**src/common/axis_pkg.sv**
```systemverilog
//##########################################################
// AXI-Stream widths and beat types for the lookup stage
// tuser holds one-hot source and destination ports
// Destination field must sit directly above the source field
//##########################################################
package axis_pkg;

  localparam int DATA_WIDTH  = 512;
  localparam int KEEP_WIDTH  = DATA_WIDTH / 8;  // One bit per byte
  localparam int TUSER_WIDTH = 128;

  localparam int SRC_PORT_POS = 16;  // Ingress port field
  localparam int DST_PORT_POS = 24;  // Egress port field

  // One-hot port vector
  // Even bits are MAC ports and odd bits DMA ports
  typedef logic [7:0] port_t;

  typedef struct packed {
    logic [TUSER_WIDTH-DST_PORT_POS-9:0] rsvd;     // Passed through untouched
    port_t                               dst_port; // Rewritten on head beat
    port_t                               src_port;
    logic [SRC_PORT_POS-1:0]             pkt_len;  // Bytes
  } tuser_t;

  // Whole beat as stored in the input FIFO
  typedef struct packed {
    logic                  tlast;
    tuser_t                tuser;
    logic [KEEP_WIDTH-1:0] tkeep;
    logic [DATA_WIDTH-1:0] tdata;
  } beat_t;

endpackage
```
**src/common/opl_pkg.sv**
```systemverilog
//##########################################################
// Lookup, event and statistics types
// Header offsets assume IPv4 without options
// Counter registers carry the overflow flag in the top bit
//##########################################################
package opl_pkg;

  localparam logic [7:0] ICMP_PROTO = 8'd1;  // IPv4 protocol number

  // Widest counter register
  localparam int CNT_MAX_WIDTH = 32;

  // Head beat as seen by the decoder
  typedef struct packed {
    logic [axis_pkg::DATA_WIDTH-273:0] pad_hi;   // L4 header and payload
    logic [31:0]                       ip_dst;   // Offset 240
    logic [31:0]                       ip_src;   // Offset 208
    logic [15:0]                       hdr_csum;
    logic [7:0]                        protocol; // Offset 184
    logic [183:0]                      pad_lo;   // MAC header and first IP words
  } ipv4_hdr_t;

  // First beat decoded as header and later beats kept raw
  typedef union packed {
    logic [axis_pkg::DATA_WIDTH-1:0] raw;
    ipv4_hdr_t                       hdr;
  } head_beat_u;

  // Result of the header lookup
  typedef struct packed {
    axis_pkg::port_t dst_port;
    logic            is_icmp;
    logic            is_tgt;   // Destination IP hits target
  } lookup_t;

  // Single-cycle packet event pulses
  typedef struct packed {
    logic in_end;    // tlast accepted at the input
    logic out_begin; // Head beat waiting at the output
    logic out_end;   // tlast sent at the output
    logic out_icmp;  // ICMP head beat sent
    logic out_tgt;   // Target head beat sent
  } pkt_event_t;

  // Statistics registers
  // Overflow flag in the top bit and count in the low bits
  typedef struct packed {
    logic [CNT_MAX_WIDTH-1:0] pkt_in;
    logic [CNT_MAX_WIDTH-1:0] pkt_out;
    logic [CNT_MAX_WIDTH-1:0] icmp_out;
    logic [CNT_MAX_WIDTH-1:0] tgt_out;
    logic [CNT_MAX_WIDTH-1:0] tgt_out_last;  // Snapshot on target change
  } stats_t;

endpackage

```
**src/rtl/opl_top.sv**
```systemverilog
//##########################################################
// Output port lookup stage of the reference NIC
// COUNT_WIDTH must stay below CNT_MAX_WIDTH
// Latency is one edge through an empty input FIFO
//##########################################################
`timescale 1ns/1ps

module opl_top #(
  parameter int FIFO_DEPTH_BITS = 2,
  parameter int COUNT_WIDTH     = 31
) (
  input  logic                             axis_aclk,
  input  logic                             axis_resetn,
  // Slave stream from the RX queues
  input  logic [axis_pkg::DATA_WIDTH-1:0]  s_axis_tdata,
  input  logic [axis_pkg::KEEP_WIDTH-1:0]  s_axis_tkeep,
  input  logic [axis_pkg::TUSER_WIDTH-1:0] s_axis_tuser,
  input  logic                             s_axis_tvalid,
  output logic                             s_axis_tready,
  input  logic                             s_axis_tlast,
  // Master stream toward the datapath
  output logic [axis_pkg::DATA_WIDTH-1:0]  m_axis_tdata,
  output logic [axis_pkg::KEEP_WIDTH-1:0]  m_axis_tkeep,
  output logic [axis_pkg::TUSER_WIDTH-1:0] m_axis_tuser,
  output logic                             m_axis_tvalid,
  input  logic                             m_axis_tready,
  output logic                             m_axis_tlast,
  // Statistics side
  input  logic [31:0]                      tgt_ip,
  input  logic                             clear_counters,
  output opl_pkg::stats_t                  stats
);

  axis_pkg::beat_t     in_beat;
  axis_pkg::beat_t     head_beat;  // FIFO head
  opl_pkg::lookup_t    lookup;
  opl_pkg::pkt_event_t sel_events;
  opl_pkg::pkt_event_t pkt_events;
  logic                fifo_in_end;

  assign in_beat = '{tlast: s_axis_tlast, tuser: s_axis_tuser,
                     tkeep: s_axis_tkeep, tdata: s_axis_tdata};

  assign m_axis_tdata = head_beat.tdata;
  assign m_axis_tkeep = head_beat.tkeep;
  assign m_axis_tlast = head_beat.tlast;

  // Input side event joins the output side ones
  always_comb begin
    pkt_events        = sel_events;
    pkt_events.in_end = fifo_in_end;
  end

  stream_fifo #(.FIFO_DEPTH_BITS(FIFO_DEPTH_BITS)) in_fifo (
    .axis_aclk, .axis_resetn,
    .in_beat  (in_beat),
    .in_valid (s_axis_tvalid),
    .in_ready (s_axis_tready),
    .out_beat (head_beat),
    .out_valid(m_axis_tvalid),
    .out_ready(m_axis_tready),
    .in_end   (fifo_in_end)
  );

  header_decode hdr_dec (.head(head_beat), .tgt_ip(tgt_ip), .lookup(lookup));

  port_select sel (
    .axis_aclk, .axis_resetn,
    .head         (head_beat),
    .head_valid   (m_axis_tvalid),
    .m_axis_tready(m_axis_tready),
    .lookup       (lookup),
    .m_axis_tuser (m_axis_tuser),
    .events       (sel_events)
  );

  stats_counters #(.COUNT_WIDTH(COUNT_WIDTH)) stats_cnt (
    .axis_aclk, .axis_resetn,
    .events        (pkt_events),
    .tgt_ip        (tgt_ip),
    .clear_counters(clear_counters),
    .stats         (stats)
  );

endmodule

```
**src/stats/stats_counters.sv**
```systemverilog
//##########################################################
// Packet statistics with sticky overflow flags
// Counts wrap at COUNT_WIDTH bits below the flag bit
// Clear wins over events in the same cycle
//##########################################################
`timescale 1ns/1ps

module stats_counters #(
  parameter int COUNT_WIDTH = 31
) (
  input  logic                axis_aclk,
  input  logic                axis_resetn,
  input  opl_pkg::pkt_event_t events,
  input  logic [31:0]         tgt_ip,
  input  logic                clear_counters,
  output opl_pkg::stats_t     stats
);

  localparam int TOP = opl_pkg::CNT_MAX_WIDTH - 1;  // Overflow flag bit

  logic [31:0] tgt_ip_q;  // Previous target address

  // One counter step with sticky overflow
  function automatic logic [opl_pkg::CNT_MAX_WIDTH-1:0] bump(
    input logic [opl_pkg::CNT_MAX_WIDTH-1:0] cur,
    input logic                              inc
  );
    logic [COUNT_WIDTH-1:0] cnt;
    logic                   ovf;
    cnt = cur[COUNT_WIDTH-1:0];
    ovf = cur[TOP];
    if (inc) begin
      ovf = ovf | (&cnt);  // Set on wrap
      cnt = cnt + 1'b1;
    end
    bump                  = '0;  // Unused middle bits read zero
    bump[TOP]             = ovf;
    bump[COUNT_WIDTH-1:0] = cnt;
  endfunction

  always_ff @(posedge axis_aclk) begin
    if (!axis_resetn) begin
      stats    <= '0;
      tgt_ip_q <= '0;
    end else begin
      tgt_ip_q <= tgt_ip;
      if (clear_counters) begin
        stats <= '0;  // Flags too
      end else begin
        stats.pkt_in   <= bump(stats.pkt_in, events.in_end);
        stats.pkt_out  <= bump(stats.pkt_out, events.out_end);
        stats.icmp_out <= bump(stats.icmp_out, events.out_icmp);
        stats.tgt_out  <= bump(stats.tgt_out, events.out_tgt);
        // Snapshot the old target's count
        if (tgt_ip != tgt_ip_q) stats.tgt_out_last <= stats.tgt_out;
      end
    end
  end

  // Counts move by at most one outside a clear
  property p_step(logic [opl_pkg::CNT_MAX_WIDTH-1:0] r);
    @(posedge axis_aclk) disable iff (!axis_resetn)
      !clear_counters |=> COUNT_WIDTH'(r - $past(r)) <= COUNT_WIDTH'(1);
  endproperty

  a_step_pkt_in:   assert property (p_step(stats.pkt_in));
  a_step_pkt_out:  assert property (p_step(stats.pkt_out));
  a_step_icmp_out: assert property (p_step(stats.icmp_out));
  a_step_tgt_out:  assert property (p_step(stats.tgt_out));

  // Class pulses only ride on a packet start
  a_class_on_begin: assert property (@(posedge axis_aclk) disable iff (!axis_resetn)
    (events.out_icmp || events.out_tgt) |-> events.out_begin)
    else $error("class event without packet start");

endmodule

```
**src/lookup/port_select.sv**
```systemverilog
//##########################################################
// Packet framing and tuser rewrite
// Only dst_port of the first beat is changed
// Event pulses are combinational from the FIFO head
//##########################################################
`timescale 1ns/1ps

module port_select (
  input  logic                axis_aclk,
  input  logic                axis_resetn,
  input  axis_pkg::beat_t     head,
  input  logic                head_valid,
  input  logic                m_axis_tready,
  input  opl_pkg::lookup_t    lookup,
  output axis_pkg::tuser_t    m_axis_tuser,
  output opl_pkg::pkt_event_t events
);

  localparam logic ST_HEADER = 1'b0;  // Waiting for a first beat
  localparam logic ST_IN_PKT = 1'b1;

  logic state;
  logic state_next;
  logic head_xfer;

  assign head_xfer = head_valid & m_axis_tready;

  // Rewrite on the first beat only
  always_comb begin
    m_axis_tuser = head.tuser;
    if (state == ST_HEADER) m_axis_tuser.dst_port = lookup.dst_port;
  end

  // Output side events
  always_comb begin
    events           = '0;                                 // in_end comes from the FIFO
    events.out_begin = head_valid & (state == ST_HEADER);  // Held while stalled
    events.out_end   = head_xfer & head.tlast;
    // Class pulses mark the accepted head beat so a packet counts once
    events.out_icmp  = events.out_begin & m_axis_tready & lookup.is_icmp;
    events.out_tgt   = events.out_begin & m_axis_tready & lookup.is_tgt;
  end

  always_comb begin
    state_next = state;
    case (state)
      ST_HEADER: if (head_xfer && !head.tlast) state_next = ST_IN_PKT;  // Single beat stays
      ST_IN_PKT: if (head_xfer && head.tlast) state_next = ST_HEADER;
      default:   state_next = ST_HEADER;
    endcase
  end

  always_ff @(posedge axis_aclk) begin
    if (!axis_resetn) state <= ST_HEADER;
    else              state <= state_next;
  end

  // FIFO must hold a stalled head beat
  a_head_stable: assert property (@(posedge axis_aclk) disable iff (!axis_resetn)
    head_valid && !m_axis_tready |=> head_valid && $stable(head))
    else $error("head beat changed while stalled");

endmodule

```
**src/lookup/header_decode.sv**
```systemverilog
//##########################################################
// Head beat decode for port lookup and classification
// Purely combinational
// Valid only while the head beat is a packet's first beat
//##########################################################
`timescale 1ns/1ps

module header_decode (
  input  axis_pkg::beat_t  head,
  input  logic [31:0]      tgt_ip,
  output opl_pkg::lookup_t lookup
);

  localparam axis_pkg::port_t DMA_MASK = 8'hAA;  // Odd port bits
  localparam axis_pkg::port_t MAC0     = 8'h01;

  opl_pkg::head_beat_u view;
  axis_pkg::port_t     src;
  logic                from_cpu;

  always_comb begin
    view.raw = head.tdata;          // Read back through the header view
    src      = head.tuser.src_port;
    from_cpu = |(src & DMA_MASK);

    // Egress port rule
    if (src == '0) begin
      lookup.dst_port = MAC0;       // No source so default MAC 0
    end else if (from_cpu) begin
      lookup.dst_port = src >> 1;   // DMA n to MAC n
    end else begin
      lookup.dst_port = src << 1;   // MAC n to DMA n
    end

    // Classification for the counters
    lookup.is_icmp = (view.hdr.protocol == opl_pkg::ICMP_PROTO);
    lookup.is_tgt  = (view.hdr.ip_dst == tgt_ip);
  end

endmodule

```
**src/rtl/stream_fifo.sv**
```systemverilog
//##########################################################
// Fall-through FIFO holding whole stream beats
// Ready drops at depth minus one entries
// Head entry is readable without a read cycle
//##########################################################
`timescale 1ns/1ps

module stream_fifo #(
  parameter int FIFO_DEPTH_BITS = 2
) (
  input  logic            axis_aclk,
  input  logic            axis_resetn,
  input  axis_pkg::beat_t in_beat,
  input  logic            in_valid,
  output logic            in_ready,
  output axis_pkg::beat_t out_beat,
  output logic            out_valid,
  input  logic            out_ready,
  output logic            in_end     // tlast accepted
);

  localparam int DEPTH = 1 << FIFO_DEPTH_BITS;
  localparam int CW    = FIFO_DEPTH_BITS + 1;  // Count width

  axis_pkg::beat_t            mem [DEPTH];
  logic [FIFO_DEPTH_BITS-1:0] wr_ptr;
  logic [FIFO_DEPTH_BITS-1:0] rd_ptr;
  logic [CW-1:0]              count;    // Occupancy
  logic                       nearly_full;
  logic                       wr_en;
  logic                       rd_en;

  assign nearly_full = (count >= CW'(DEPTH - 1));
  assign in_ready    = ~nearly_full;
  assign wr_en       = in_valid & ~nearly_full;
  assign out_valid   = (count != '0);
  assign rd_en       = out_ready & out_valid;
  assign in_end      = wr_en & in_beat.tlast;

  assign out_beat = mem[rd_ptr];  // Fall-through head

  // Storage
  always_ff @(posedge axis_aclk) begin
    if (wr_en) mem[wr_ptr] <= in_beat;
  end

  // Pointers and occupancy
  always_ff @(posedge axis_aclk) begin
    if (!axis_resetn) begin
      wr_ptr <= '0;
      rd_ptr <= '0;
      count  <= '0;
    end else begin
      if (wr_en) wr_ptr <= wr_ptr + 1'b1;  // Wraps at DEPTH
      if (rd_en) rd_ptr <= rd_ptr + 1'b1;
      case ({wr_en, rd_en})
        2'b10:   count <= count + 1'b1;
        2'b01:   count <= count - 1'b1;
        default: count <= count;        // Both or none
      endcase
    end
  end

  // Guard the buffer against overrun and underrun
  // Equal pointers with a nonzero count mean every slot is taken
  a_no_write_full: assert property (@(posedge axis_aclk) disable iff (!axis_resetn)
    wr_en |-> (count == '0) || (wr_ptr != rd_ptr))
    else $error("write into a full FIFO");

  a_no_pop_empty: assert property (@(posedge axis_aclk) disable iff (!axis_resetn)
    rd_en |-> wr_ptr != rd_ptr)
    else $error("pop from an empty FIFO");

endmodule

```
**config.mk**
```make
export PLATFORM = sky130hd
export DESIGN_NAME = opl_top
export DESIGN_NICKNAME = d
export VERILOG_FILES = /design/src/common/axis_pkg.sv /design/src/common/opl_pkg.sv /design/src/rtl/opl_top.sv /design/src/stats/stats_counters.sv /design/src/lookup/port_select.sv /design/src/lookup/header_decode.sv /design/src/rtl/stream_fifo.sv
export SDC_FILE = /design/constraint.sdc
export NUM_CORES = 2
export LEC_CHECK = 0
export BUFFER_PORTS_ARGS = -buffer_cell sky130_fd_sc_hd__buf_2
export CORE_AREA = 10 10 617 619
export CTS_BUF_LIST = sky130_fd_sc_hd__clkbuf_2 sky130_fd_sc_hd__clkbuf_4 sky130_fd_sc_hd__clkbuf_8
export DETAILED_ROUTE_END_ITERATION = 16
export DIE_AREA = 0 0 627 629
export HOLD_SLACK_MARGIN = 0.02
export PLACE_DENSITY = 0.45
export SYNTH_ARGS = -nofsm -noshare
export SYNTH_HDL_FRONTEND = slang
export SYNTH_HIERARCHICAL = 1
export SYNTH_SLANG_ARGS = --single-unit
export TNS_END_PERCENT = 20
```
**constraint.sdc**
```tcl
create_clock -name axis_aclk -period 44.3 [get_ports axis_aclk]
set_input_delay 6.645 -clock axis_aclk [delete_from_list [all_inputs] [get_ports axis_aclk]]
set_output_delay 6.645 -clock axis_aclk [all_outputs]
set_load 0.05 [all_outputs]
```
==> flow_metrics.env <==
export IMPL_status="complete, no violations"
export IMPL_period_share_pct=27.9
export IMPL_insertion_delay_ps=1150
export IMPL_first_iter_violations=4155
export IMPL_grt_pass1_vias=59500
export IMPL_cts_buffers_inserted=541
export IMPL_vias=57200
export IMPL_grt_pass1_wl_um=498000
export IMPL_ios=1609
export IMPL_tightest_slew_ps=1190
export IMPL_finalWirelength_um=366000
export IMPL_coreArea_um2=368000
export IMPL_min_path_type="reg -> reg"
export IMPL_num_nets_final=7503
export IMPL_area_growth_pct=21.0
export IMPL_power_internal_mw=5.65
export IMPL_pwr_share_comb_pct=32.8
export IMPL_ir_worst_vdd_v=0.0000419
export IMPL_drv_slew=0
export IMPL_holdBufCountCts=0
export IMPL_syn_area_um2=112000
export IMPL_die_h_um=629
export IMPL_fmax_ghz=0.0808
export IMPL_rows=223
export IMPL_place_gp_congestion=0.794
export IMPL_powerDensity_nw_per_um2=67.4
export IMPL_cts_max_path_buffers=4
export IMPL_die_w_um=627
export IMPL_dp_cells=11000
export IMPL_detail_route_first_pass_iterations=5
export IMPL_final_cell_mix="edfxtp_1 (2820), buf_2 (1608), mux4_2 (705), clkbuf_8 (552), dfxtp_1 (200)"
export IMPL_hpwl_um=261000
export IMPL_cp_start_kind="register"
export IMPL_grt_max_degree=126
export IMPL_path_class="reg -> out"
export IMPL_die_area_um2=394000
export IMPL_cts_tree="yes"
export IMPL_p_switching_mw=3.47
export IMPL_fin_skew_ps=76.6
export IMPL_cts_root_buffer="clkbuf_8"
export IMPL_clock_power_share_pct=28.1
export IMPL_cp_max_fo=61
export IMPL_cp_arrival_ps=5730
export IMPL_post_cts_buffers=0
export IMPL_wl_per_cell_um=30.4
export IMPL_cts_sinks=3022
export IMPL_portBuffers=1608
export IMPL_maxSlewHeadroom_pct=20.5
export IMPL_final_common_cell="edfxtp_1"
export IMPL_required_ps=37650
export IMPL_fin_cells=12100
export IMPL_rsz0062_at_grt="no"
export IMPL_overflow=0
export IMPL_ctsHtreeMaxLevel=6
export IMPL_drive_above_1_share_pct=45.9
export IMPL_ys_warnings_count=6
export IMPL_antenna_found_initial=327
export IMPL_cts_repair_resized=0
export IMPL_netSwitchingFraction_pct=38.0
export IMPL_postSynthAreaPerCell_um2=23.2
export IMPL_pwr_share_seq_pct=39.1
export IMPL_drc=0
export IMPL_cap_violations=0
export IMPL_finalSetupTns_ps=0
export IMPL_p_leak_nw=45.4
export IMPL_syn_instance_count=4824
export IMPL_period_needed_ps=12370
export IMPL_antenna_left=0
export IMPL_setup_violations=0
export IMPL_hold_viol=0
export IMPL_synth_nets=5576
export IMPL_via_per_inst=4.74
export IMPL_endpoint_kind="output port"
export IMPL_grt_total_usage_pct=17.9
export IMPL_start_util_pct=30.4
export IMPL_path_clk_slew_ps=50
-- worst max-delay path, stage by stage, from the launching register on --
cell	delay, ps
dfxtp_4	600
buf_4	720
buf_4	890
buf_4	800
buf_4	730
mux4_2	440
buf_2	230
-- sequential cells by signal, summed over array words and instances (netlist names), named ones only --
signal,flops
in_fifo/count,3
in_fifo/rd_ptr,2
in_fifo/mem,2820
stats_cnt/tgt_ip_q,32
stats_cnt/stats,160
in_fifo/wr_ptr,2
-- per-layer routing --
metal  up-vias  GRT usage (%)  part of all wire [%]  wire, um
met4       146           6.48                   4.3     15600
met2      2202           31.3                    51    186000
li1      24000              -                     -         -
met5         -              0                  0.27       990
met3      1030           7.36                   9.4     34600
met1     29800           19.4                    35    129000
-- power groups by stage --
stage | combinational, mW | sequential (mW) | clock (mW)
global route | 3.11 | 3.59 | 2.78
detailed placement | 3.07 | 3.63 | 0
finish | 2.99 | 3.57 | 2.56
CTS | 3.07 | 3.57 | 2.65
floorplan | 2.22 | 3.90 | 0
global placement | 3.07 | 3.62 | 0
-- worst paths after layout --
kind / start / endpoint / slack (ps) / cells after the start
hold reg to reg: stats_cnt/stats[8] / stats_cnt/stats[8] / 460 / 2
hold / removal: stats_cnt/stats[8] / stats_cnt/stats[8] / 460 / 2
setup / recovery: register / m_axis_tdata[89] / 31930 / 6
setup reg to reg: register / stats_cnt/stats[52] / 36380 / 15
-- per-stage QoR --
| stage | instance area (um2) | hold WS (ps) | power, mW | util, % | setup slack, ps |
|---|---|---|---|---|---|
| finish | 135000 | 456 | 9.12 | 36.8 | 31930 |
| global route | 135000 | 478 | 9.49 | 36.7 | 31300 |
| CTS | 135000 | 461 | 9.30 | 36.7 | 31510 |
| detailed placement | 125000 | 449 | 6.70 | 33.9 | 32790 |
| global placement | 125000 | 446 | 6.69 | 33.9 | 32770 |
| floorplan | 112000 | 468 | 6.11 | - | 20550 |
-- area by class of cell --
| cell class | instances | area, um2 |
|---|---|---|
| clock buffers | 726 | 8900 |
| inverters | 16 | 60.1 |
| diodes | 76 | 190 |
| well taps | 4837 | 6050 |
| fillers | 34200 | 233000 |
| multi-input cells | 1470 | 20900 |
| repair buffers | 1700 | 8810 |
| flip-flops and latches | 3022 | 88700 |
| clock inverters | 218 | 1650 |
(Power assumes the default switching activity.)
